$ cat src/hdl/tcb_macros.svh
// TCB copy subsystem bus widths, bank depth and latency macros
`ifndef TCB_MACROS_SVH
`define TCB_MACROS_SVH

////////////////////
// bus geometry
////////////////////

// word address, top bit selects the bank
`define TCB_ADR_W 8
// data word width
`define TCB_DAT_W 32
// one enable per byte
`define TCB_BYT_W 4

////////////////////
// memory and latency
////////////////////

// words in each bank
`define TCB_BANK_DEPTH 128
// bank read latency in cycles
`define TCB_MEM_DLY 1
// latency seen by a manager, bank plus response slice
`define TCB_RSP_DLY (`TCB_MEM_DLY + 1)

`endif
$ cat src/hdl/tcb_pkg.sv
// TCB copy subsystem shared types for requests, copy setup and control states
`include "tcb_macros.svh"

package tcb_pkg;

  ////////////////////
  // bus request
  ////////////////////

  // request direction
  typedef enum logic
  {
    OP_READ  = 1'b0,
    OP_WRITE = 1'b1
  } tcb_op_t;

  // request payload, 45 bits
  typedef struct packed
  {
    // read or write
    tcb_op_t               op;
    // word address
    logic [`TCB_ADR_W-1:0] adr;
    // byte enables, used by reads too
    logic [`TCB_BYT_W-1:0] byt;
    // write data
    logic [`TCB_DAT_W-1:0] wdt;
  } tcb_req_t;

  ////////////////////
  // copy engine
  ////////////////////

  // block copy setup, sampled at start
  typedef struct packed
  {
    logic [`TCB_ADR_W-1:0] src;
    logic [`TCB_ADR_W-1:0] dst;
    // word count, zero is a no-op copy
    logic [7:0]            len;
  } copy_cfg_t;

  // engine states
  typedef enum logic [2:0]
  {
    ST_IDLE,
    ST_READ,
    ST_WAIT,
    ST_WRITE,
    ST_DONE
  } copy_state_t;

endpackage

$ cat src/hdl/tcb_decoder.sv
// TCB two bank address decoder with delayed response select
`timescale 1ns/1ps
`include "tcb_macros.svh"

module tcb_decoder
  import tcb_pkg::*;
(
  input  logic                  man,
  input  logic                  rst_n,
  // upstream port
  input  logic                  sub_vld,
  input  tcb_req_t              sub_req,
  output logic                  sub_rdy,
  output logic [`TCB_DAT_W-1:0] sub_rdt,
  // bank ports, request shared
  output logic [1:0]            mem_vld,
  output tcb_req_t              mem_req,
  input  logic [1:0]            mem_rdy,
  input  logic [`TCB_DAT_W-1:0] mem_rdt0,
  input  logic [`TCB_DAT_W-1:0] mem_rdt1
);

  // bank select from address msb
  logic sel;
  // select aligned to returning bank data
  logic sel_q [0:`TCB_MEM_DLY-1];

  assign sel = sub_req.adr[`TCB_ADR_W-1];

  ////////////////////
  // request steering
  ////////////////////

  assign mem_vld[0] = sub_vld && !sel;
  assign mem_vld[1] = sub_vld && sel;

  // banks only see their local address
  always_comb
  begin
    mem_req = sub_req;
    mem_req.adr[`TCB_ADR_W-1] = 1'b0;
  end

  assign sub_rdy = mem_rdy[sel];

  ////////////////////
  // response select
  ////////////////////

  always_ff @(posedge man)
  begin
    if (!rst_n)
    begin
      for (int i = 0; i < `TCB_MEM_DLY; i++)
        sel_q[i] <= 1'b0;
    end
    else
    begin
      sel_q[0] <= sel;
      for (int i = 1; i < `TCB_MEM_DLY; i++)
        sel_q[i] <= sel_q[i-1];
    end
  end

  // slice ignores this unless a read tag arrives
  assign sub_rdt = sel_q[`TCB_MEM_DLY-1] ? mem_rdt1 : mem_rdt0;

endmodule

$ cat config.mk
export PLATFORM = sky130hd
export DESIGN_NAME = tcb_decoder
export DESIGN_NICKNAME = d
export VERILOG_FILES = /design/src/hdl/tcb_pkg.sv /design/src/hdl/tcb_decoder.sv
export VERILOG_INCLUDE_DIRS = /design/src /design/src/hdl
export SDC_FILE = /design/constraint.sdc
export NUM_CORES = 1
export LEC_CHECK = 0
export ABC_AREA = 1
export BUFFER_PORTS_ARGS = -buffer_cell sky130_fd_sc_hd__buf_2
export CAP_MARGIN = 15
export CORE_AREA = 2 2 74 76
export CTS_CLUSTER_DIAMETER = 50
export DETAILED_ROUTE_END_ITERATION = 16
export DIE_AREA = 0 0 76 78
export PLACE_DENSITY_LB_ADDON = 0.15
export SLEW_MARGIN = 20
export SYNTH_ARGS = -nofsm -noshare
export SYNTH_HDL_FRONTEND = slang
export SYNTH_SLANG_ARGS = --single-unit
$ cat constraint.sdc
create_clock -name man -period 1.4 [get_ports man]
set_clock_uncertainty 0.15 [all_clocks]
set_input_delay 0.28 -clock man [delete_from_list [all_inputs] [get_ports man]]
set_output_delay 0.28 -clock man [all_outputs]
set_load 0.05 [all_outputs]
### After elaboration in Yosys (flattened, before gate mapping)

Memory sizes are Yosys's and may differ from the RTL's.
Cells that the tools add are included.

| storage, ports and cells | value |
|---|---|
| register bits after elaboration | 0 |
| memory bits (writable) | 1 |
| output and inout bits | 80 |
| memories kept | 1 |

| cells by class | value |
|---|---|
| magnitude comparators | 1 |
| mux-type cells | 7 |
| reductions and logical operators | 4 |

Memories:

| name | depth | bits a word | rd ports | clocked after memory_dff | write ports | RTL line | RTL |
|---|---|---|---|---|---|---|---|
| sel_q | 1 | 1 | 1 | 0 | 1 | tcb_decoder.sv:26 | `` logic sel_q [0:`TCB_MEM_DLY-1]; `` |

Operators by type and width:

| kind | number |
|---|---|
| 32-bit two-way mux | 1 |
| 1-bit two-way mux | 6 |
| 1-bit logical AND | 2 |
| 1-bit by 2-bit less-than comparator with 1-bit output, second input constant | 1 |
| 1-bit logical NOT | 1 |
| 1-bit OR reduction | 1 |

### Logic depth before layout (Yosys ltp)

| depth | value |
|---|---|
| depth in word-level cells | 3 |
| gate-level depth with buffers | 5 |

### Least setup slack after synthesis

No wires, ideal clock.

| timing | value |
|---|---|
| kind | register to output |
| from | memory sel_q[0] |
| to | output port sub_rdt[0] |
| data arrival time | 972 ps |
| data required time | 970 ps |
| path slack | -2 ps |
| stages on the path, launching flop included | 6 |
| buffers on the path | 2 |
| cells stage by stage | dfxtp_1 buf_6 inv_8 buf_12 nand2_2 nand2_1 |

| between the ends | value |
|---|---|
| longest elaborated chain between the ends | 2 |

RTL lines:

| what | RTL line | RTL |
|---|---|---|
| from (decl) | tcb_decoder.sv:26 |  |
| memory read 1 x 1 bit | n/a |  |
| 32-bit two-way mux | tcb_decoder.sv:66 | `` assign sub_rdt = sel_q[`TCB_MEM_DLY-1] ? mem_rdt1 : mem_rdt0; `` |
| to (decl) | tcb_decoder.sv:14 | `` output logic [`TCB_DAT_W-1:0] sub_rdt, `` |

No other way between the ends.

### Worst setup path in the final report

| timing | value |
|---|---|
| from | memory sel_q[0] |
| to | output port sub_rdt[24] |

Same word-level chain as after synthesis.

==> results.json <==
{
  "netlist_area_sq_um": 891,
  "max-vdd-ir-drop_mv": 0.140,
  "largest_reg_flops": 1,
  "ys_ff_latch": 1,
  "status": "finished clean",
  "avgViaCountPerCell": 3.81,
  "track_usage": 0.0974,
  "hold_path.class": "primary input to register",
  "drt_wl_total_mm": 3.27,
  "cp_num_buf_inv": 3,
  "gp_congestion": 0.685,
  "diodes": 0,
  "clk_pin_slew_ns": 0,
  "drc_errors": 0,
  "hold_start": "rst_n",
  "synth_area_leaders": "nand2_1 38%, buf_4 38%, nand2_2 7.0%",
  "nets": 336,
  "drt-initial-drc-count": 14,
  "pwr-share-seq": 0.041,
  "core_area_sq_um": 5040,
  "p_switching_w": 0.000469,
  "rsz0062_at_grt": "yes",
  "final_util": 0.291,
  "seq_area_frac_synth": 0.0225,
  "synth_edf_count": 0,
  "synthAdderAreaFrac": 0,
  "setup_viol": 0,
  "grt_pass1_wl_mm": 4.92,
  "min_to": "sel_q[0]",
  "setup_ws_ns": 0.0331,
  "place_ws_ns": -0.126,
  "yosys.area_share.xor_xnor": 0,
  "place_hpwl_mm": 2.61,
  "syn_avg_cell_area_sq_um": 5.53,
  "grt_pass1_vias": 1028,
  "grt_max_degree": 33,
  "async_flop_share": 0,
  "clock.fmax_mhz": 732,
  "syn2layout_area_growth_pct": 64.9,
  "yosys.area.top_type": "nand2_1",
  "port_buffers": 104,
  "drive_gt1_frac": 0.695,
  "critical_path_class": "register to primary output",
  "synth_cells": 161,
  "antenna_found_initial": 0,
  "power_density_nw_per_um2": 542,
  "synth_mux_area_frac": 0,
  "stdcell_area_sq_um": 1470,
  "switching_share": 0.589,
  "largest_register": "sel_q",
  "post-cts-setup-buffers": 0,
  "hold_path_depth": 3,
  "drv_slew": 0,
  "io-pin-count": 194,
  "end_kind": "primary output",
  "gr-total-overflow": 0,
  "reg_top3": "sel_q: 1 flops",
  "ant_nets": 0,
  "p_leak_nw": 0.879,
  "synth_simple_gate_area_share": 0.458,
  "synth_compound_area_frac": 0,
  "clkPwrFrac": 0,
  "cpMaxStageDelayCell": "dfxtp_4",
  "arrival_ns": 0.94,
  "synth_top_cell_area_share": 0.383,
  "max-cap-violations": 0,
  "die_w_microns": 76,
  "min_period_ns": 1.37,
  "synth_flop_cell": "dfxtp_1",
  "synth_nets": 275,
  "firstDrtPassIters": 2,
  "fin_setup_tns_ns": 0,
  "die_area_sq_um": 5930,
  "worst-path-stages": 5,
  "required_ns": 0.97,
  "placementRows": 26,
  "synth_top_family_by_area": "buffers and inverters",
  "yosysMostFrequentCell": "nand2_1",
  "comb_power_share": 0.959,
  "path_delay_family": "buffers and inverters",
  "die_h_microns": 78,
  "hold_violations": 0,
  "critical_path.cell_chain": "buf_12 > inv_16 > nand2_1 > nand2_2 > buf_6",
  "wire_per_inst_microns": 11.3,
  "initial_core_util": 0.177,
  "dr_total_vias": 1106,
  "final.period_utilization": 0.976,
  "critical_path.max_stage_delay_ns": 0.34,
  "ys_top_cells_by_count": "91 x nand2_1, 45 x buf_4, 10 x nand2_2",
  "synth_warnings": 0,
  "holdWs_ns": 0.327,
  "critPathLaunchType": "register",
  "p_int_w": 0.000328,
  "postPlaceCellArea_sq_um": 1220,
  "synth_cell_types": 11,
  "cp_max_fo": 32
}
==> worst max-delay path by stage <==
| stage | slack (ns) | to | startpoint |
|---|---|---|---|
| after floorplan | 0.0004 | sub_rdt[30] | sel_q[0] |
| after global placement | -0.12 | sub_rdt[24] | sel_q[0] |
| after detailed placement | -0.13 | sub_rdt[24] | sel_q[0] |
| after CTS | 0.0001 | sub_rdt[24] | sel_q[0] |
| after global routing | -0.04 | sub_rdt[24] | sel_q[0] |
| final | 0.03 | sub_rdt[24] | sel_q[0] |
==> layer usage <==
layer / vias up / wire length (microns) / global-route usage
met3: 12 / 413 / 0.0337
met1: 470 / 971 / 0.0862
met2: 82 / 1810 / 0.208
met5: - / 0 / 0
li1: 542 / - / -
met4: 0 / 74 / 0.0200
==> area by class of cell <==
| class | instances | area, sq um |
|---|---|---|
| Fill cell | 572 | 3570 |
| Inverter | 5 | 35.0 |
| Timing Repair Buffer | 111 | 836 |
| Sequential cell | 1 | 23.8 |
| Tap cell | 70 | 87.6 |
| Multi-Input combinational cell | 103 | 487 |
==> through the flow <==
stage | instances | power (W)
final | 290 | 0.000797
after global routing | 290 | 0.000840
after CTS | 290 | 0.000748
after detailed placement | 289 | 0.000672
after global placement | 289 | 0.000674
after floorplan | 161 | 0.000826
==> power by group through the flow <==
stage | combinational [W] | clock, W | sequential [W]
global placement | 0.000642 | 0 | 0.0000321
detailed placement | 0.000639 | 0 | 0.0000324
finish | 0.000764 | 0 | 0.0000324
global route | 0.000807 | 0 | 0.0000328
floorplan | 0.000795 | 0 | 0.0000312
CTS | 0.000715 | 0 | 0.0000337
==> cells by family after synthesis <==
| logic type | count (synthesis) |
|---|---|
| buffers and inverters | 57 |
| flip-flops | 1 |
| other | 1 |
| AND/OR/NAND/NOR | 102 |
==> repair_timing <==
| action | 4_1_cts | 5_1_grt |
|---|---|---|
| gates resized for setup | 40 | 28 |
| hold buffers | 0 | 0 |
| gates cloned | 1 | 0 |
| endpoints found under the setup margin | 32 | 29 |
==> cells in the final DEF, fill, tap and decap left out, drive strengths merged <==
cell type	n
conb	1
nor2	1
buf	110
bufbuf	1
inv	5
nand2	101
dfxtp	1
No activity file was read; power rests on OpenSTA's default activity.
