$ cat src/hdl/tcb_macros.svh
// TCB copy subsystem bus widths, bank depth and latency macros
`ifndef TCB_MACROS_SVH
`define TCB_MACROS_SVH

////////////////////
// bus geometry
////////////////////

// word address, top bit selects the bank
`define TCB_ADR_W 8
// data word width
`define TCB_DAT_W 32
// one enable per byte
`define TCB_BYT_W 4

////////////////////
// memory and latency
////////////////////

// words in each bank
`define TCB_BANK_DEPTH 128
// bank read latency in cycles
`define TCB_MEM_DLY 1
// latency seen by a manager, bank plus response slice
`define TCB_RSP_DLY (`TCB_MEM_DLY + 1)

`endif
$ cat src/hdl/tcb_pkg.sv
// TCB copy subsystem shared types for requests, copy setup and control states
`include "tcb_macros.svh"

package tcb_pkg;

  ////////////////////
  // bus request
  ////////////////////

  // request direction
  typedef enum logic
  {
    OP_READ  = 1'b0,
    OP_WRITE = 1'b1
  } tcb_op_t;

  // request payload, 45 bits
  typedef struct packed
  {
    // read or write
    tcb_op_t               op;
    // word address
    logic [`TCB_ADR_W-1:0] adr;
    // byte enables, used by reads too
    logic [`TCB_BYT_W-1:0] byt;
    // write data
    logic [`TCB_DAT_W-1:0] wdt;
  } tcb_req_t;

  ////////////////////
  // copy engine
  ////////////////////

  // block copy setup, sampled at start
  typedef struct packed
  {
    logic [`TCB_ADR_W-1:0] src;
    logic [`TCB_ADR_W-1:0] dst;
    // word count, zero is a no-op copy
    logic [7:0]            len;
  } copy_cfg_t;

  // engine states
  typedef enum logic [2:0]
  {
    ST_IDLE,
    ST_READ,
    ST_WAIT,
    ST_WRITE,
    ST_DONE
  } copy_state_t;

endpackage

$ cat src/hdl/tcb_rsp_register.sv
// TCB response path register slice with per byte read data masking
`timescale 1ns/1ps
`include "tcb_macros.svh"

module tcb_rsp_register
  import tcb_pkg::*;
(
  input  logic                  man,
  input  logic                  rst_n,
  // subordinate side, manager connects here
  input  logic                  sub_vld,
  input  tcb_req_t              sub_req,
  output logic                  sub_rdy,
  output logic [`TCB_DAT_W-1:0] sub_rdt,
  // manager side, subordinate connects here
  output logic                  man_vld,
  output tcb_req_t              man_req,
  input  logic                  man_rdy,
  input  logic [`TCB_DAT_W-1:0] man_rdt
);

  localparam int BYT_SZ = `TCB_DAT_W / `TCB_BYT_W;

  // read tag following each request through the bank latency
  typedef struct packed
  {
    logic                  ren;
    logic [`TCB_BYT_W-1:0] byt;
  } rsp_tag_t;

  rsp_tag_t tag_q [0:`TCB_MEM_DLY-1];

  // request side is combinational
  assign man_vld = sub_vld;
  assign man_req = sub_req;
  assign sub_rdy = man_rdy;

  ////////////////////
  // tag pipeline
  ////////////////////

  always_ff @(posedge man)
  begin
    if (!rst_n)
    begin
      for (int i = 0; i < `TCB_MEM_DLY; i++)
        tag_q[i] <= '0;
    end
    else
    begin
      // only accepted reads carry a live tag
      tag_q[0].ren <= sub_vld && man_rdy && (sub_req.op == OP_READ);
      tag_q[0].byt <= sub_req.byt;
      for (int i = 1; i < `TCB_MEM_DLY; i++)
        tag_q[i] <= tag_q[i-1];
    end
  end

  // masked response, held between reads
  always_ff @(posedge man)
  begin
    if (!rst_n)
      sub_rdt <= '0;
    else if (tag_q[`TCB_MEM_DLY-1].ren)
    begin
      for (int i = 0; i < `TCB_BYT_W; i++)
        sub_rdt[i*BYT_SZ +: BYT_SZ] <= tag_q[`TCB_MEM_DLY-1].byt[i] ?
                                       man_rdt[i*BYT_SZ +: BYT_SZ] : '0;
    end
  end

endmodule

$ cat config.mk
export PLATFORM = sky130hd
export DESIGN_NAME = tcb_rsp_register
export DESIGN_NICKNAME = d
export VERILOG_FILES = /design/src/hdl/tcb_pkg.sv /design/src/hdl/tcb_rsp_register.sv
export VERILOG_INCLUDE_DIRS = /design/src /design/src/hdl
export SDC_FILE = /design/constraint.sdc
export NUM_CORES = 1
export LEC_CHECK = 0
export BUFFER_PORTS_ARGS = -buffer_cell sky130_fd_sc_hd__buf_2
export CAP_MARGIN = 40
export CELL_PAD_IN_SITES_DETAIL_PLACEMENT = 1
export CELL_PAD_IN_SITES_GLOBAL_PLACEMENT = 2
export CORE_UTILIZATION = 19
export DETAILED_ROUTE_END_ITERATION = 12
export PLACE_DENSITY = 0.87
export SYNTH_ARGS = -nofsm -noshare
export SYNTH_HDL_FRONTEND = slang
export SYNTH_SLANG_ARGS = --single-unit
$ cat constraint.sdc
create_clock -name man -period 1.2 [get_ports man]
set_input_delay 0.06 -clock man [delete_from_list [all_inputs] [get_ports man]]
set_output_delay 0.06 -clock man [all_outputs]
set_load 0.01 [all_outputs]
## Yosys cells after proc, flatten, opt, wreduce, memory -nomap -nowiden

Memories as Yosys holds them, arrays and structs flattened.
Cells that the tools add are included.

| word-level totals | value |
|---|---|
| memories | 1 |
| input port bits | 81 |
| bits in writable memories | 5 |
| output and inout bits | 79 |
| bits in registers | 32 |
| logic and storage cells | 14 |

Memories:

| memory | words | bits a word | rd ports | clocked after memory_dff | write ports | RTL line | RTL |
|---|---|---|---|---|---|---|---|
| tag_q | 1 | 5 | 1 | 0 | 2 | tcb_rsp_register.sv:31 | `` rsp_tag_t tag_q [0:`TCB_MEM_DLY-1]; `` |

| cells by class | value |
|---|---|
| reduce and logical (&&, ||, !) cells | 3 |
| bitwise operators | 1 |
| mux-type cells | 8 |

Operators by type and width:

| kind | number |
|---|---|
| $mux 8 | 4 |
| $mux 5 | 1 |
| $reduce_or 5->1 | 1 |
| $logic_and 1x1->1 | 2 |
| $mux 1 | 2 |
| $mux 2 | 1 |
| $not 1->1 | 1 |

## Logic depth before layout (Yosys ltp)

| logic depth | value |
|---|---|
| word-level depth | 3 |
| depth in mapped cells | 4 |
| gate-level depth less buffers | 2 |

## Worst setup path before layout

Ideal clock, no wire load.

| timing | value |
|---|---|
| path type | reg-to-reg |
| start point | memory tag_q[0][4] (netlist name) |
| end point | register sub_rdt[0] |
| buffers on the path | 2 |
| library setup time | 117 ps |
| data arrival time | 928 ps |
| cell stages (with the launch flop) | 5 |
| clock period less this slack | 1045 ps |
| setup slack | 155 ps |
| data required time | 1083 ps |
| path through | dfxtp_1 > and2_4 > buf_6 > buf_6 > a32o_1 |

| on the way | value |
|---|---|
| cells in the longest elaborated chain, start to end | 1 |

Ends and longest elaborated chain:

| item | RTL line | RTL |
|---|---|---|
| start: declaration | tcb_rsp_register.sv:31 |  |
| $mem_v2 1x5 | - |  |
| end signal: indexed assignment | tcb_rsp_register.sv:67 | `` sub_rdt[i*BYT_SZ +: BYT_SZ] <= tag_q[`TCB_MEM_DLY-1].byt[i] ? `` |
| end: declaration | tcb_rsp_register.sv:14 | `` output logic [`TCB_DAT_W-1:0] sub_rdt, `` |

No other way between the ends.
A chain may end at the register's enable or synchronous reset.

## Final worst setup path

| timing | value |
|---|---|
| start point | memory tag_q[0][4] (netlist name) |
| end point | register sub_rdt[1] |

The elaborated chain is that of the path after synthesis.

==> results.md <==
- Outcome: complete, but fails checks
- Failing checks: DRC
- Main synth FF type: dfxtp_1
- Post-DRT Antenna Nets: 0
- H-tree levels: 2
- Cell Int Power: 1720 uW
- Routing usage on met2: 16.3%
- Design area: 2000 um2
- Initial antenna violation count: 0
- Largest net degree at the start of global routing: 33
- Post-CTS setup buffers: 0
- # DRC: 12
- Final WL: 4630 um
- WL per Instance: 15.0 um
- Critical Path Start Type: register
- Ant. Diodes: 0
- Grt met3 use: 3.01%
- Reg2Reg Launch Point: tag_q[0][4]
- CP Data Required Time: 1.37 ns
- Comb pwr share: 7.8%
- Clock latency on the worst-skew pair: 0.28 ns
- # rows: 34
- Post-CTS Hold Fix Bufs: 4
- Register share of total power: 56.3%
- Peak supply drop: 0.396 mV
- NetSw: 528 uW
- Shortest period the worst path allows: 1.07 ns
- Nets: 283
- Slew of the pin with the lowest slew margin: 0.365 ns
- Worst setup EP type: register
- Util after Layout: 22.6%
- Final Max Tran Viols: 0
- Vias in the first global route: 1435
- Switch share: 23.5%
- Power density cells: 1120 nW/um2
- First-pass DRT Iterations: 8
- Placeable Area: 8850 um2
- Area contributors post-synth: dfxtp_1 42%, buf_4 20%, a32o_1 18%
- Seq/Total Area, Yosys: 42.0%
- CP Max Fanout: 16
- Initial DRC count: 56
- R2R setup slack: 0.13 ns
- Crit Path Category: reg -> reg
- Hold_sp: man_rdt[2]
- Most frequent cells after synthesis: 47 x buf_4, 37 x dfxtp_1, 32 x a32o_1
- Yosys Warn Count: 0
- Cell taking the most area after synthesis: dfxtp_1
- Syn-to-layout area delta: 13.6%
- First-pass GRT wire length: 7390 um
- Clk buf depth: 2
- Met1 GRT Util: 11.8%
- Synthesized cell area: 1760 um2
- DIE AREA: 9660 um2
- Synth async-reset ratio: 0%
- Syn_nets: 250
- Fmax: 932 MHz
- Final Skew: 0.00340 ns
- Worst reg-to-reg path cell count: 3
- Initial core utilization: 19.9%
- Hpwl dp: 3350 um
- FF-to-FF End: sub_rdt[1]
- Top cell type's share of synthesized area: 42.0%
- Post-CTS resize count: 0
- Slew Limit Headroom: 75.7%
- Gate Count Post-Synth: 169
- Routability congestion estimate: 0.639
- EDFF count, synth: 0
- Synthesized area per cell: 10.4 um2
- Port Buffers: 79
- Total grt overflow: 0
- DR vias: 1331
- Hold Violations, Final: 0
- CTS buffer count: 5
- Yosys reg bits: 37
- Hold Path Sink: sub_rdt[2]
- Leakage: 0.000971 uW
- Unrepaired setup endpoints after global routing: false
- Most frequent cell after synthesis: buf_4
- Number of distinct library cells after synthesis: 12
- Die span in y: 98.3 um
- CTS clk-pin slew, worst paths: 0.07 ns
- Worst Setup SP: tag_q[0][4]
- Setup TNS: 0 ns
- Critical Path AT: 1.25 ns
- Total GRT Usage: 9.82%
- # IOs: 160
- Clock share of power: 35.9%
- Root buf cell: clkbuf_8
- Final setup vio count: 0
- CTS tree: yes
- Type of the most critical hold path: in -> reg
- Fraction of the cycle the final worst path needs: 89.4%
- Vias per cell: 4.31
- Layout cells sized above 1: 44.8%
- GR peak layer: met2
- Die Width: 98.3 um
- Max_cap viols: 0
- CTS Sinks: 37
- Hold path depth: 2
- Placed Area: 1880 um2
-- through the flow --
stage               hold slack (ns)  total power (uW)  std cells  worst slack (ns)
finish                       0.0202              2250        309             0.127
global route                0.00238              2380        309            0.0376
CTS                         0.00712              2310        308             0.104
detailed placement            0.120              1460        298             0.119
global placement              0.120              1450        298             0.153
floorplan                     0.182              1510        169             0.155
-- layer usage --
metal / routed length (um) / part of all wire, %
met5: 0 / 0
met2: 2150 / 46
met1: 1950 / 42
met4: 75 / 1.6
met3: 460 / 9.9
-- logic make-up (layout without fill, tap and decap cells) --
| family | Yosys count | in the layout | share of synthesized area (%) |
|---|---|---|---|
| DFF | 37 | 37 | 42.0 |
| buffers and inverters | 62 | 94 | 25.3 |
| and+or+nand+nor | 38 | 38 | 14.5 |
| AOI/OAI and AO/OA | 32 | 32 | 18.2 |
-- placed cells by master (no fill, tap or decap), drive strengths merged --
cell,Yosys,routed
buf,60,83
dfxtp,37,37
dlygate4sd3,0,5
clkbuf,2,5
and2,5,5
and4b,1,1
and2b,9,9
clkinv,0,1
a32o,32,32
nor2b,23,23
-- power by group through the flow --
stage          Clock [uW]  Sequential (uW)  Combinational (uW)
3_3_place_gp            0             1290                 162
4_1_cts               869             1260                 176
5_1_grt               918             1270                 192
2_1_floorplan           0             1280                 225
3_5_place_dp            0             1290                 166
6_report              807             1260                 175
-- state kept, by name (all words and copies together), names as in the netlist --
name / flops
sub_rdt: 32
tag_q: 5
-- layout make-up --
class,count,area [um2]
clock buffer,5,68.8
clock inverter,1,5.00
fill,1052,6850
multi-input combinational,70,576
sequential,37,741
tap,108,135
timing repair buffer,88,475
-- how the worst max path moves through the flow --
stage | to | depth (start not counted) | slack (ns)
3_3_place_gp | sub_rdt[1] | 3 | 0.15
6_report | sub_rdt[1] | 3 | 0.13
4_1_cts | sub_rdt[23] | 3 | 0.10
3_5_place_dp | sub_rdt[23] | 3 | 0.12
2_1_floorplan | sub_rdt[0] | 4 | 0.15
5_1_grt | sub_rdt[1] | 3 | 0.04
-- worst max-delay path: stages (launching register included) --
cell and delay (ns):
dfxtp_1 0.35, buf_4 0.21, and2b_1 0.20, a32o_1 0.20
(Power assumes the default switching activity.)
