--- src/hdl/tcb_macros.svh ---
// TCB copy subsystem bus widths, bank depth and latency macros
`ifndef TCB_MACROS_SVH
`define TCB_MACROS_SVH

////////////////////
// bus geometry
////////////////////

// word address, top bit selects the bank
`define TCB_ADR_W 8
// data word width
`define TCB_DAT_W 32
// one enable per byte
`define TCB_BYT_W 4

////////////////////
// memory and latency
////////////////////

// words in each bank
`define TCB_BANK_DEPTH 128
// bank read latency in cycles
`define TCB_MEM_DLY 1
// latency seen by a manager, bank plus response slice
`define TCB_RSP_DLY (`TCB_MEM_DLY + 1)

`endif
--- src/hdl/tcb_pkg.sv ---
// TCB copy subsystem shared types for requests, copy setup and control states
`include "tcb_macros.svh"

package tcb_pkg;

  ////////////////////
  // bus request
  ////////////////////

  // request direction
  typedef enum logic
  {
    OP_READ  = 1'b0,
    OP_WRITE = 1'b1
  } tcb_op_t;

  // request payload, 45 bits
  typedef struct packed
  {
    // read or write
    tcb_op_t               op;
    // word address
    logic [`TCB_ADR_W-1:0] adr;
    // byte enables, used by reads too
    logic [`TCB_BYT_W-1:0] byt;
    // write data
    logic [`TCB_DAT_W-1:0] wdt;
  } tcb_req_t;

  ////////////////////
  // copy engine
  ////////////////////

  // block copy setup, sampled at start
  typedef struct packed
  {
    logic [`TCB_ADR_W-1:0] src;
    logic [`TCB_ADR_W-1:0] dst;
    // word count, zero is a no-op copy
    logic [7:0]            len;
  } copy_cfg_t;

  // engine states
  typedef enum logic [2:0]
  {
    ST_IDLE,
    ST_READ,
    ST_WAIT,
    ST_WRITE,
    ST_DONE
  } copy_state_t;

endpackage

--- src/hdl/tcb_copy_ctrl.sv ---
// TCB copy engine FSM with arbitration between external manager and engine
`timescale 1ns/1ps
`include "tcb_macros.svh"

module tcb_copy_ctrl
  import tcb_pkg::*;
(
  input  logic                  man,
  input  logic                  rst_n,
  // copy control
  input  logic                  start,
  input  copy_cfg_t             cfg,
  // external manager port
  input  logic                  ext_vld,
  input  tcb_req_t              ext_req,
  output logic                  ext_rdy,
  // bus toward the response slice
  output logic                  bus_vld,
  output tcb_req_t              bus_req,
  input  logic                  bus_rdy,
  input  logic [`TCB_DAT_W-1:0] bus_rdt,
  // status
  output logic                  busy,
  output logic                  done
);

  // wait counter spans the full response latency
  localparam int CNT_W = $clog2(`TCB_RSP_DLY + 1);

  copy_state_t           state;
  copy_cfg_t             cfg_q;
  logic [7:0]            idx;
  logic [CNT_W-1:0]      cnt;
  logic                  rsp_hit;
  logic                  last;
  logic [`TCB_DAT_W-1:0] dat_q;
  logic                  eng_vld;
  tcb_req_t              eng_req;

  ////////////////////
  // FSM
  ////////////////////

  // read data lands on the last wait cycle
  assign rsp_hit = (cnt == CNT_W'(`TCB_RSP_DLY - 1));
  // final word of the block
  assign last    = (idx == cfg_q.len - 8'd1);

  always_ff @(posedge man)
  begin
    if (!rst_n)
    begin
      state <= ST_IDLE;
      idx   <= '0;
      cnt   <= '0;
    end
    else
    begin
      case (state)
        ST_IDLE:
        begin
          idx <= '0;
          // empty block skips straight to done
          if (start && (cfg.len == 8'd0))
            state <= ST_DONE;
          else if (start)
            state <= ST_READ;
        end
        ST_READ:
        begin
          cnt <= '0;
          if (bus_rdy)
            state <= ST_WAIT;
        end
        ST_WAIT:
        begin
          if (rsp_hit)
            state <= ST_WRITE;
          else
            cnt <= cnt + 1'b1;
        end
        ST_WRITE:
        begin
          if (bus_rdy && last)
            state <= ST_DONE;
          else if (bus_rdy)
          begin
            idx   <= idx + 8'd1;
            state <= ST_READ;
          end
        end
        // one cycle pulse, then back to idle
        ST_DONE:
          state <= ST_IDLE;
        default:
          state <= ST_IDLE;
      endcase
    end
  end

  // setup and word buffer
  always_ff @(posedge man)
  begin
    if ((state == ST_IDLE) && start)
      cfg_q <= cfg;
    if ((state == ST_WAIT) && rsp_hit)
      dat_q <= bus_rdt;
  end

  ////////////////////
  // engine request
  ////////////////////

  assign eng_vld = (state == ST_READ) || (state == ST_WRITE);

  always_comb
  begin
    // full word transfers only
    eng_req.byt = '1;
    eng_req.wdt = dat_q;
    if (state == ST_WRITE)
    begin
      eng_req.op  = OP_WRITE;
      eng_req.adr = cfg_q.dst + idx;
    end
    else
    begin
      eng_req.op  = OP_READ;
      eng_req.adr = cfg_q.src + idx;
    end
  end

  ////////////////////
  // port arbitration
  ////////////////////

  // done state already frees the bus
  assign busy    = (state == ST_READ) || (state == ST_WAIT) || (state == ST_WRITE);
  assign done    = (state == ST_DONE);

  // external manager stalls while engine owns the bus
  assign bus_vld = busy ? eng_vld : ext_vld;
  assign bus_req = busy ? eng_req : ext_req;
  assign ext_rdy = busy ? 1'b0 : bus_rdy;

endmodule

--- config.mk ---
export PLATFORM = sky130hd
export DESIGN_NAME = tcb_copy_ctrl
export DESIGN_NICKNAME = d
export VERILOG_FILES = /design/src/hdl/tcb_pkg.sv /design/src/hdl/tcb_copy_ctrl.sv
export VERILOG_INCLUDE_DIRS = /design/src /design/src/hdl
export SDC_FILE = /design/constraint.sdc
export NUM_CORES = 1
export LEC_CHECK = 0
export ABC_CLOCK_PERIOD_IN_PS = 4750
export BUFFER_PORTS_ARGS = -buffer_cell sky130_fd_sc_hd__clkbuf_2
export CAP_MARGIN = 25
export CORE_ASPECT_RATIO = 1.5
export CORE_MARGIN = 2
export CORE_UTILIZATION = 48
export CTS_CLUSTER_SIZE = 24
export DETAILED_ROUTE_END_ITERATION = 12
export PLACE_DENSITY = 0.78
export SYNTH_ARGS = -nofsm -noshare
export SYNTH_HDL_FRONTEND = slang
export SYNTH_SLANG_ARGS = --single-unit
--- constraint.sdc ---
create_clock -name man -period 4.75 [get_ports man]
set_input_delay 0.2375 -clock man [delete_from_list [all_inputs] [get_ports man]]
set_output_delay 0.2375 -clock man [all_outputs]
set_load 0.005 [all_outputs]
=== Yosys cells after proc, flatten, opt, wreduce, memory -nomap -nowiden ===
Index checks and enable logic that the tools add are counted.
W data, S select, Z words.

* Bits in registers: 69
* Bits of input ports: 106
* Output and inout bits: 49
* Logic and storage cells: 55

* Add/sub/neg operators: 5
* Eq/ne operators: 13
* Muxes and demuxes: 16
* Reductions and logical operators: 14

{| class="wikitable"
|+ Operators by type and width
! kind !! number
|-
| $mux W45 || 1
|-
| $mux W3 || 6
|-
| $add A8 B8 Y8 || 2
|-
| $mux W8 || 2
|-
| $pmux W8 S2 || 1
|-
| $pmux W3 S4 || 1
|-
| $ne A2 B2 Y1 const B || 5
|-
| $mux W9 || 1
|-
| $add A8 B1 Y8 const B || 1
|-
| $eq A8 B8 Y1 || 1
|-
| $logic_not A8 Y1 || 1
|-
| $sub A8 B1 Y8 const B || 1
|-
| $eq A3 B2 Y1 const B || 2
|-
| $ne A3 B3 Y1 const B || 2
|-
| $logic_and A1 B1 Y1 || 4
|-
| $pmux W2 S2 || 1
|-
| $reduce_and A4 Y1 || 1
|-
| $reduce_bool A2 Y1 || 2
|-
| $eq A3 B1 Y1 const B || 1
|-
| $eq A3 B3 Y1 const B || 1
|-
| $logic_not A3 Y1 || 1
|-
| $logic_or A1 B1 Y1 || 3
|-
| $reduce_and A3 Y1 || 1
|-
| $add A2 B1 Y2 const B || 1
|-
| 4 further kinds || 5
|}

=== Longest topological paths before layout ===
Gate-level depths: netlist of run 1.

* Depth in word-level cells: 5
* Gate-level depth with buffers: 14
* Depth with buffers taken out: 12

=== Worst setup path before layout of run 1 ===
OpenSTA, ideal clock, no wires.

* Path kind: reg-to-reg
* From: reg state[2]
* To: reg dat_q[0], enable pin
* Setup time: 0.461 ns
* Arrival: 2.885 ns
* Data required time: 4.289 ns
* Slack: 1.404 ns
* Stages on the path, launching flop included: 4
* Path buffers: 2
* Clock period less this slack: 3.346 ns
* Path through: dfxtp_1 > clkbuf_1 > buf_2 > nor3_1

* Cells in the longest elaborated chain, start to end: 2

{| class="wikitable"
|+ Ends and longest elaborated chain
! element !! line !! text
|-
| from (decl) || tcb_copy_ctrl.sv:30 || <nowiki>copy_state_t state;</nowiki>
|-
| from (signal assigned) || tcb_copy_ctrl.sv:53 || <nowiki>state <= ST_IDLE;</nowiki>
|-
| from (signal assigned) || tcb_copy_ctrl.sv:65 || <nowiki>state <= ST_DONE;</nowiki>
|-
| from (signal assigned) || tcb_copy_ctrl.sv:67 || <nowiki>state <= ST_READ;</nowiki>
|-
| $eq A3 B2 Y1 || tcb_copy_ctrl.sv:106 || <nowiki>if ((state == ST_WAIT) && rsp_hit)</nowiki>
|-
| $logic_and A1 B1 Y1 || tcb_copy_ctrl.sv:106 ||
|-
| to (signal assigned) || tcb_copy_ctrl.sv:107 || <nowiki>dat_q <= bus_rdt;</nowiki>
|-
| to (decl) || tcb_copy_ctrl.sv:36 || <nowiki>logic [`TCB_DAT_W-1:0] dat_q;</nowiki>
|}

Every way passes these cells.
A chain may end at the register's enable or synchronous reset.

==> results of run 1 <==
-- cell families (layout without fill, tap and decap cells) --
group	count (synthesis)	after routing	share of synthesized area, %
xor gates and xnor gates	20	20	4.97
AOI/OAI and AO/OA	42	42	7.95
DFF	69	69	55.1
adders and majority gates	11	11	4.12
buffers and inverters	21	179	2.55
muxes	8	8	2.52
and+or+nand+nor	177	177	22.8
-- cells in the final DEF, fill, tap and decap left out, drive strengths merged, types with 4 or more instances in the layout --
master,n
nor4,5
dfxtp,13
nand3,4
nor3,5
mux2,7
nor2,11
xnor2,13
a21oi,10
nand2b,8
clkbuf,164
clkinv,4
a21o,5
o21ai,15
edfxtp,56
ha,10
nand2,118
xor2,7
inv,5
or3,5
-- report_power, final --
part | switching [mW] | total (mW) | leakage, nW | internal (mW)
registers | 0.0221 | 0.711 | 0.621 | 0.689
clock network | 0.220 | 0.512 | 0.105 | 0.292
logic | 0.236 | 0.426 | 1.42 | 0.190
-- Yosys cell counts (2+ instances only) --
library cell	number
nor2b_1	3
nor3_1	5
nand4b_1	2
buf_2	3
a22oi_1	2
and2_1	3
nand2_1	118
inv_1	5
o31ai_1	3
nand3_1	4
ha_1	10
o21ai_0	8
or3_1	5
a21oi_1	10
clkbuf_1	11
or4_1	3
o41ai_1	2
nor4_1	4
dfxtp_1	13
nand3b_1	2
mux2_2	7
xor2_1	7
nor2_1	11
a21o_1	5
xnor2_1	13
o21ai_1	7
edfxtp_1	56
and3_1	3
nand2b_1	8
-- metrics by stage --
step	util, %	std cells	hold slack (ns)
2_1_floorplan	-	348	0.336
3_3_place_gp	60.9	589	0.415
3_5_place_dp	60.9	589	0.416
4_1_cts	63.9	605	0.0389
5_1_grt	64.3	606	0.0329
6_report	64.3	606	0.0573
-- flip-flops by register name, summed over array words and instances (netlist names) --
signal,flops
cfg_q,24
idx,8
dat_q,32
cnt,2
state,3
-- worst paths after layout --
| kind | startpoint | to | slack (ns) | cells past startpoint |
|---|---|---|---|---|
| max | state[0] | bus_req[42] | 0.80 | 13 |
| min | bus_rdt[18] | dat_q[18] | 0.06 | 1 |
| max reg2reg | cfg_q[0] | idx[3] | 2.28 | 9 |
| min reg2reg | cnt[1] | cnt[1] | 0.55 | 2 |
-- layer usage --
metal  vias up  share of wire [%]  global-route usage (%)
li1       1514                  -                       -
met2       131                 53                    38.6
met1      1371                 38                    21.4
met4         0                1.2                    7.01
met5         -                  0                       0
met3         7                8.2                    5.73
-- critical path: stages, from the launching register on --
cell	delay [ns]
dfxtp_1	0.55
inv_1	0.19
nor2_1	0.17
nand2_1	0.32
mux2_2	0.39
ha_1	0.20
fa_1	0.42
a21o_1	0.18
a21o_1	0.19
a21o_1	0.18
a21oi_1	0.17
xor2_1	0.18
o21ai_0	0.09
clkbuf_2	0.13
-- area by class of cell --
| type | count | area (sq um) |
|---|---|---|
| clock buffer | 9 | 124 |
| clock inverter | 7 | 90.1 |
| fill | 591 | 2570 |
| inverter | 6 | 22.5 |
| multi-input combinational | 258 | 1500 |
| sequential | 69 | 1940 |
| tap | 100 | 125 |
| timing repair buffer | 157 | 811 |
==> flow_summary.yaml, run 1 <==
yosys:
  synth_edf_count: 56
  syn_avg_cell_area_sq_um: 10.1
  ys_ff_latch: 69
  async_flop_share_pct: 0
  yosys.area.top_type_share_pct: 47.7
  synth.distinct_cells: 44
  yosysSeqAreaShare_pct: 55.1
  ys_warn_count: 0
  synth_top_cell_by_area: "edfxtp_1"
  syn_inst: 348
  post_synth_main_area_contributors: "edfxtp_1 (48%), nand2_1 (13%), dfxtp_1 (7.4%)"
  synth_nets: 465
  netlist_area_sq_um: 3530
  synthFlopType: "edfxtp_1"
cts:
  cts_hold_buffers: 0
  cts_tree: "built"
  cts_sinks: 69
  htreeDepth: 3
  post_cts_buffers: 0
  clk_latency_ns: 0.35
  ctsResizeCount: 0
  clockBufferDepth: 2
  clkTransAtPathRegs_ns: 0.08
  clock-root-buffer: "clkbuf_8"
  cts_made_buffers: 9
sta:
  tightestPinTransition_ns: 0.875
  setup_viol: 0
  max_slew_margin_pct: 41.3
  rsz0062_at_grt: "false"
  fin_skew_ns: 0.0103
  fin_crit_sh_pct: 83.2
  max_freq_mhz: 253
  fin_tns_setup_ns: 0
  finalCriticalPeriod_ns: 3.95
  hold_viol_final: 0
  final_max_slew_viol_count: 0
  setup_ws_ns: 0.798
setup_path:
  cp.arrival_ns: 3.71
  start_kind: "register"
  crit_required_ns: 4.51
  crit_fanout: 11
  path_class: "register to output port"
  crit_path_end_kind: "output port"
routing:
  ant_nets: 0
  drt_iter0_markers: 209
  viasPerCell: 4.99
  post-route-drc-count: 0
  vias: 3023
  drt-pass1-iter-count: 4
  post_drt_wl_per_cell_microns: 13.9
  drt_wl_total_microns: 8450
global_routing:
  grt_pass1_wl_microns: 12200
  gr-total-overflow: 0
  track_usage_pct: 20.6
  antenna_found_initial: 0
  grt_max_degree: 53
  grt_pass1_vias: 2730
power:
  p_total_mw: 1.65
  ir_drop_uv: 192
  pwr_density_cell_nw_per_um2: 358
  p_leak_nw: 2.15
placement:
  placed_area_sq_um: 4370
  gp_congestion: 0.866
  numPortBuffers: 154
  place_ws_ns: 1.13
  dp_hpwl_microns: 6490
hold_path:
  hp-class: "input pin to register"
floorplanning:
  pin_count: 155
  dieWidth_microns: 74.0
  floorplan.initialDensity_pct: 49.1
  std_cell_rows: 38
  die_h_microns: 109
  core-area_sq_um: 7180
  dieArea_sq_um: 8060
final_layout:
  syn2layout_area_growth_pct: 30.8
  drive_gt1_share_pct: 37.0
  nNetsFinal: 618
  n_antenna_cell: 0
  fin_area_sq_um: 4610
status:
  outcome: "complete, no violations"
run:
  maxCapViolations: 0
Power figures use the tool's default switching activity.
==> run 2: changes to the inputs <==
--- a/config.mk
+++ b/config.mk
@@ -6,15 +6,15 @@
 export SDC_FILE = /design/constraint.sdc
 export NUM_CORES = 1
 export LEC_CHECK = 0
-export ABC_CLOCK_PERIOD_IN_PS = 4750
+export ABC_CLOCK_PERIOD_IN_PS = 3300
 export BUFFER_PORTS_ARGS = -buffer_cell sky130_fd_sc_hd__clkbuf_2
 export CAP_MARGIN = 25
 export CORE_ASPECT_RATIO = 1.5
 export CORE_MARGIN = 2
-export CORE_UTILIZATION = 48
+export CORE_UTILIZATION = 43
 export CTS_CLUSTER_SIZE = 24
 export DETAILED_ROUTE_END_ITERATION = 12
-export PLACE_DENSITY = 0.78
+export PLACE_DENSITY = 0.74
 export SYNTH_ARGS = -nofsm -noshare
 export SYNTH_HDL_FRONTEND = slang
 export SYNTH_SLANG_ARGS = --single-unit
==> constraint.sdc (replaced) <==
create_clock -name man -period 3.3 [get_ports man]
set_input_delay 0.165 -clock man [delete_from_list [all_inputs] [get_ports man]]
set_output_delay 0.165 -clock man [all_outputs]
set_load 0.005 [all_outputs]
==> run 2 against run 1 <==
  * Sequential share of layout area decreased by 0.72 points
  * Wire length increased by 4.3%
  * Clock power increased by 64%
  * Utilization decreased by 5.6 points
  * Combinational power increased by 47%
  * Sequential cell count unchanged
  * Highest routed layer unchanged
==> flow_summary.yaml, run 2 (synthesis results as in run 1) <==
status:
  outcome: "complete, no violations"
sta:
  fin_tns_setup_ns: 0
  fin_crit_sh_pct: 93.1
  final_max_slew_viol_count: 0
  fin_skew_ns: 0.00441
  max_slew_margin_pct: 42.5
  setup_viol: 0
  hold_viol_final: 0
  max_freq_mhz: 325
  finalCriticalPeriod_ns: 3.07
  rsz0062_at_grt: "false"
  tightestPinTransition_ns: 0.858
placement:
  placed_area_sq_um: 4420
  dp_hpwl_microns: 6930
  gp_congestion: 0.868
  numPortBuffers: 154
  placed_cells: 598
cts:
  clockBufferDepth: 2
  htreeDepth: 3
  cts_tree: "built"
  cts_made_buffers: 9
  cts_sinks: 69
  cts_hold_buffers: 0
  clkTransAtPathRegs_ns: 0.05
  clk_latency_ns: 0.32
  clock-root-buffer: "clkbuf_16"
final_layout:
  nNetsFinal: 621
  syn2layout_area_growth_pct: 33.2
  layout_common_cells: "clkbuf_2 (154), nand2_1 (117), edfxtp_1 (56)"
  n_antenna_cell: 0
  largest_register: "dat_q"
  fin_area_sq_um: 4700
  layout_commonest_cell: "clkbuf_2"
  largest_register_ffs: 32
  drive_gt1_share_pct: 37.7
  largestRegisters: "dat_q x32, cfg_q x24, idx x8"
  fin_util_pct: 58.7
  final_cells: 614
setup_path:
  crit_path_frequent_cell: "a21o_1"
  crit_buf_inv: 2
  crit_chain: "inv_2 > nor2_2 > nand2_2 > mux2_2 > ha_1 > fa_2 > a21o_1 > a21o_1 > a21o_1 > a21oi_1 > xor2_1 > o21ai_0 > clkbuf_2"
  rr_startpoint: "cfg_q[0]"
  rr_endpoint: "idx[5]"
  path_class: "register to output port"
  crit_path_end_kind: "output port"
  crit_path_start: "state[0]"
  start_kind: "register"
  cp.depth: 13
  cpMaxStageDelayCell: "fa_2"
  reg2regPathDepth: 9
  cp_top_family: "compound AO/OA/AOI/OAI gates"
  crit_required_ns: 3.13
  crit_fanout: 7
  cp.arrival_ns: 2.91
  ff2ff_setup_slack_ns: 0.90
  crit_end: "bus_req[42]"
  crit_path_max_incr_delay_ns: 0.35
power:
  p_leak_nw: 2.18
  p_sw_share_pct: 27.9
  switchingPower_mw: 0.693
  p_int_mw: 1.79
  ir_drop_uv: 276
  seq_power_share_pct: 41.1
  pwr_density_cell_nw_per_um2: 529
  power_frac_comb_pct: 25.1
  power_frac_clock_pct: 33.8
floorplanning:
  pin_count: 155
  core-area_sq_um: 8010
  floorplan.initialDensity_pct: 44.0
  std_cell_rows: 40
  die_h_microns: 115
  dieArea_sq_um: 8960
  dieWidth_microns: 77.9
routing:
  vias: 3046
  drt_wl_total_microns: 8810
  post_drt_wl_per_cell_microns: 14.4
  drt_iter0_markers: 169
  viasPerCell: 4.96
  drt-pass1-iter-count: 5
  ant_nets: 0
  post-route-drc-count: 0
global_routing:
  grt_pass1_wl_microns: 13300
  gr-total-overflow: 0
  antenna_found_initial: 0
  grt_pass1_vias: 2760
  grt_max_degree: 53
  track_usage_pct: 19.6
hold_path:
  hp-class: "input pin to register"
run:
  maxCapViolations: 0
==> run 2: how the worst min path moves through the flow <==
stage | start | end | slack [ns] | cells past startpoint
finish | bus_rdt[5] | dat_q[5] | 0.01 | 1
global route | bus_rdt[28] | dat_q[28] | 0.004 | 1
CTS | bus_rdt[5] | dat_q[5] | 0.006 | 1
detailed placement | cfg[13] | cfg_q[13] | 0.34 | 1
global placement | bus_rdt[20] | dat_q[20] | 0.34 | 1
floorplan | cfg[0] | cfg_q[0] | 0.26 | 0
==> run 2: routing by layer <==
metal,wire (microns),global-route usage [%],share of wire (%),vias up
met1,3250,21.1,37,1371
li1,-,-,-,1522
met3,714,4.16,8.1,14
met2,4680,35.9,53,139
met4,168,9.82,1.9,0
met5,0,0,0,-
==> run 2: worst reg2reg max path, stage by stage, from the launching register on <==
cell	delay [ns]
edfxtp_1	0.42
inv_1	0.08
ha_1	0.21
nor3b_2	0.21
xnor2_1	0.09
nor4_2	0.30
nand4_2	0.21
a41oi_4	0.49
or3_1	0.19
a21oi_1	0.06
==> run 2: final cells by class <==
cell class / instances / area (sq um)
Clock buffer: 14 / 254
Clock inverter: 2 / 10.0
Fill cell: 704 / 3310
Inverter: 6 / 22.5
Multi-Input combinational cell: 258 / 1520
Sequential cell: 69 / 1940
Tap cell: 105 / 131
Timing Repair Buffer: 160 / 816
==> run 2: repair_timing <==
| item | in CTS | in global routing |
|---|---|---|
| gates cloned | 0 | 0 |
| endpoints found under the setup margin | 1 | 3 |
| endpoints found under the hold margin | 0 | 0 |
| setup buffers | 0 | 0 |
| resized for setup | 1 | 5 |
| pin swaps | 0 | 1 |
==> run 2: per-stage QoR <==
step                setup slack [ns]  hold WS (ns)  total power [mW]
floorplan                      0.206         0.264              1.40
global placement               0.449         0.343              1.65
detailed placement             0.329         0.344              1.66
CTS                           0.0244       0.00610              2.51
global route                 0.00804       0.00421              2.63
finish                         0.227        0.0150              2.49
==> run 2: power groups by stage <==
stage	combinational [mW]	clock, mW	sequential, mW
floorplan	0.370	0	1.02
global route	0.701	0.900	1.02
CTS	0.630	0.865	1.02
finish	0.625	0.841	1.02
detailed placement	0.627	0	1.04
global placement	0.612	0	1.03
==> run 3: changes to the inputs <==
--- a/config.mk
+++ b/config.mk
@@ -7,14 +7,14 @@
 export NUM_CORES = 1
 export LEC_CHECK = 0
 export ABC_CLOCK_PERIOD_IN_PS = 3300
-export BUFFER_PORTS_ARGS = -buffer_cell sky130_fd_sc_hd__clkbuf_2
 export CAP_MARGIN = 25
 export CORE_ASPECT_RATIO = 1.5
 export CORE_MARGIN = 2
-export CORE_UTILIZATION = 43
+export CORE_UTILIZATION = 50
 export CTS_CLUSTER_SIZE = 24
 export DETAILED_ROUTE_END_ITERATION = 12
-export PLACE_DENSITY = 0.74
+export DONT_BUFFER_PORTS = 1
+export PLACE_DENSITY = 0.65
 export SYNTH_ARGS = -nofsm -noshare
 export SYNTH_HDL_FRONTEND = slang
 export SYNTH_SLANG_ARGS = --single-unit
==> run 3 against run 2 <==
  * Wire length down 9.4%
  * Sequential share of layout area up 2.8 points
  * Critical path depth down 1
  * Total power down 12%
  * Sequential power about the same
  * First-iteration DRC count down 25%
==> flow_summary.yaml, run 3 (synthesis results as in run 1) <==
sta:
  fin_crit_sh_pct: 93.4
  finalCriticalPeriod_ns: 3.08
  rsz0062_at_grt: "false"
  max_freq_mhz: 324
  setup_viol: 0
  tightestPinTransition_ns: 0.935
  setup_ws_ns: 0.217
  max_slew_margin_pct: 37.3
  fin_tns_setup_ns: 0
  fin_skew_ns: 0.00892
  whs_ns: 0.0580
  hold_viol_final: 0
  final_max_slew_viol_count: 0
floorplanning:
  dieWidth_microns: 72.6
  std_cell_rows: 37
  dieArea_sq_um: 7750
  die_h_microns: 107
  core-area_sq_um: 6850
  floorplan.initialDensity_pct: 51.5
  pin_count: 155
cts:
  clk_latency_ns: 0.35
  clkTransAtPathRegs_ns: 0.07
  clock-root-buffer: "clkbuf_8"
  clockBufferDepth: 2
  cts_sinks: 69
  cts_tree: "built"
  cts_made_buffers: 9
  htreeDepth: 3
status:
  outcome: "complete, no violations"
final_layout:
  final_cells: 492
  largestRegisters: "dat_q x32, cfg_q x24, idx x8"
  layout_commonest_cell: "nand2_1"
  syn2layout_area_growth_pct: 24.8
  nNetsFinal: 526
  layout_common_cells: "nand2_1 (118), dlygate4sd3_1 (58), edfxtp_1 (56)"
  drive_gt1_share_pct: 8.70
  largest_register: "dat_q"
  fin_util_pct: 64.2
  fin_area_sq_um: 4400
  n_antenna_cell: 0
  largest_register_ffs: 32
global_routing:
  grt_max_degree: 53
  track_usage_pct: 20.0
  grt_pass1_vias: 2519
  gr-total-overflow: 0
  antenna_found_initial: 0
  grt_pass1_wl_microns: 11500
routing:
  viasPerCell: 5.54
  drt-pass1-iter-count: 4
  drt_wl_total_microns: 7990
  ant_nets: 0
  post_drt_wl_per_cell_microns: 16.2
  post-route-drc-count: 0
  drt_iter0_markers: 127
  vias: 2726
power:
  p_total_mw: 2.18
  pwr_density_cell_nw_per_um2: 495
  ir_drop_uv: 361
  p_leak_nw: 1.75
setup_path:
  crit_fanout: 7
  crit_path_end_kind: "output port"
  path_class: "register to output port"
  cp.arrival_ns: 2.92
  crit_required_ns: 3.13
  start_kind: "register"
placement:
  numPortBuffers: 0
  place_ws_ns: 0.430
  placed_area_sq_um: 3620
  dp_hpwl_microns: 5500
  placed_cells: 418
  gp_congestion: 0.777
run:
  maxCapViolations: 0
hold_path:
  hp-class: "input pin to register"
[run 3: cell count changes in the layout (fill, tap and decap cells not counted), moves of 9 or more]
cell,previous run,this run
clkbuf_2,154,0
dlygate4sd3_1,0,58
clkbuf_16,9,0
clkbuf_8,1,10
[run 3: worst max-delay path, stage by stage (launching register included)]
cell and delay, ns:
dfxtp_1 0.34, inv_2 0.07, nor2_1 0.14, nand2_1 0.14, mux2_2 0.30, ha_1 0.21
fa_1 0.41, a21o_1 0.18, a21o_1 0.19, a21o_1 0.19, a21oi_2 0.14, xor2_1 0.17
o21ai_1 0.09
[run 3: what timing repair did]
| action | CTS | global route |
|---|---|---|
| hold buffers | 58 | 0 |
| resized for setup | 0 | 4 |
| endpoints found under the setup margin | 0 | 2 |
| setup buffers | 0 | 0 |
| hold endpoints to repair | 63 | 0 |
[run 3: final timing paths]
check	start	endpoint	slack, ns	depth (start not counted)
setup / recovery	state[0]	bus_req[42]	0.22	12
hold / removal	bus_rdy	state[1]	0.06	3
setup reg to reg	cfg_q[0]	idx[3]	0.89	9
hold reg to reg	cnt[1]	cnt[1]	0.53	2
[run 3: final cells by class]
cell class	count	area (sq um)
Clock buffer	14	153
Clock inverter	2	35.0
Fill cell	560	2450
Inverter	6	22.5
Multi-Input combinational cell	258	1520
Sequential cell	69	1940
Tap cell	78	97.6
Timing Repair Buffer	65	633
[run 3: per-layer routing]
layer / wire (microns) / GRT usage [%] / part of all wire (%)
met5: 0 / 0 / 0
met4: 132 / 8.86 / 1.7
met3: 501 / 5.45 / 6.3
met2: 4440 / 38.0 / 56
met1: 2910 / 19.4 / 36
[run 3: where the power goes]
group	switching [mW]	internal [mW]	total, mW	leakage [nW]
combinational	0.312	0.192	0.504	1.04
sequential	0.0193	0.993	1.01	0.621
clock	0.291	0.370	0.661	0.0947
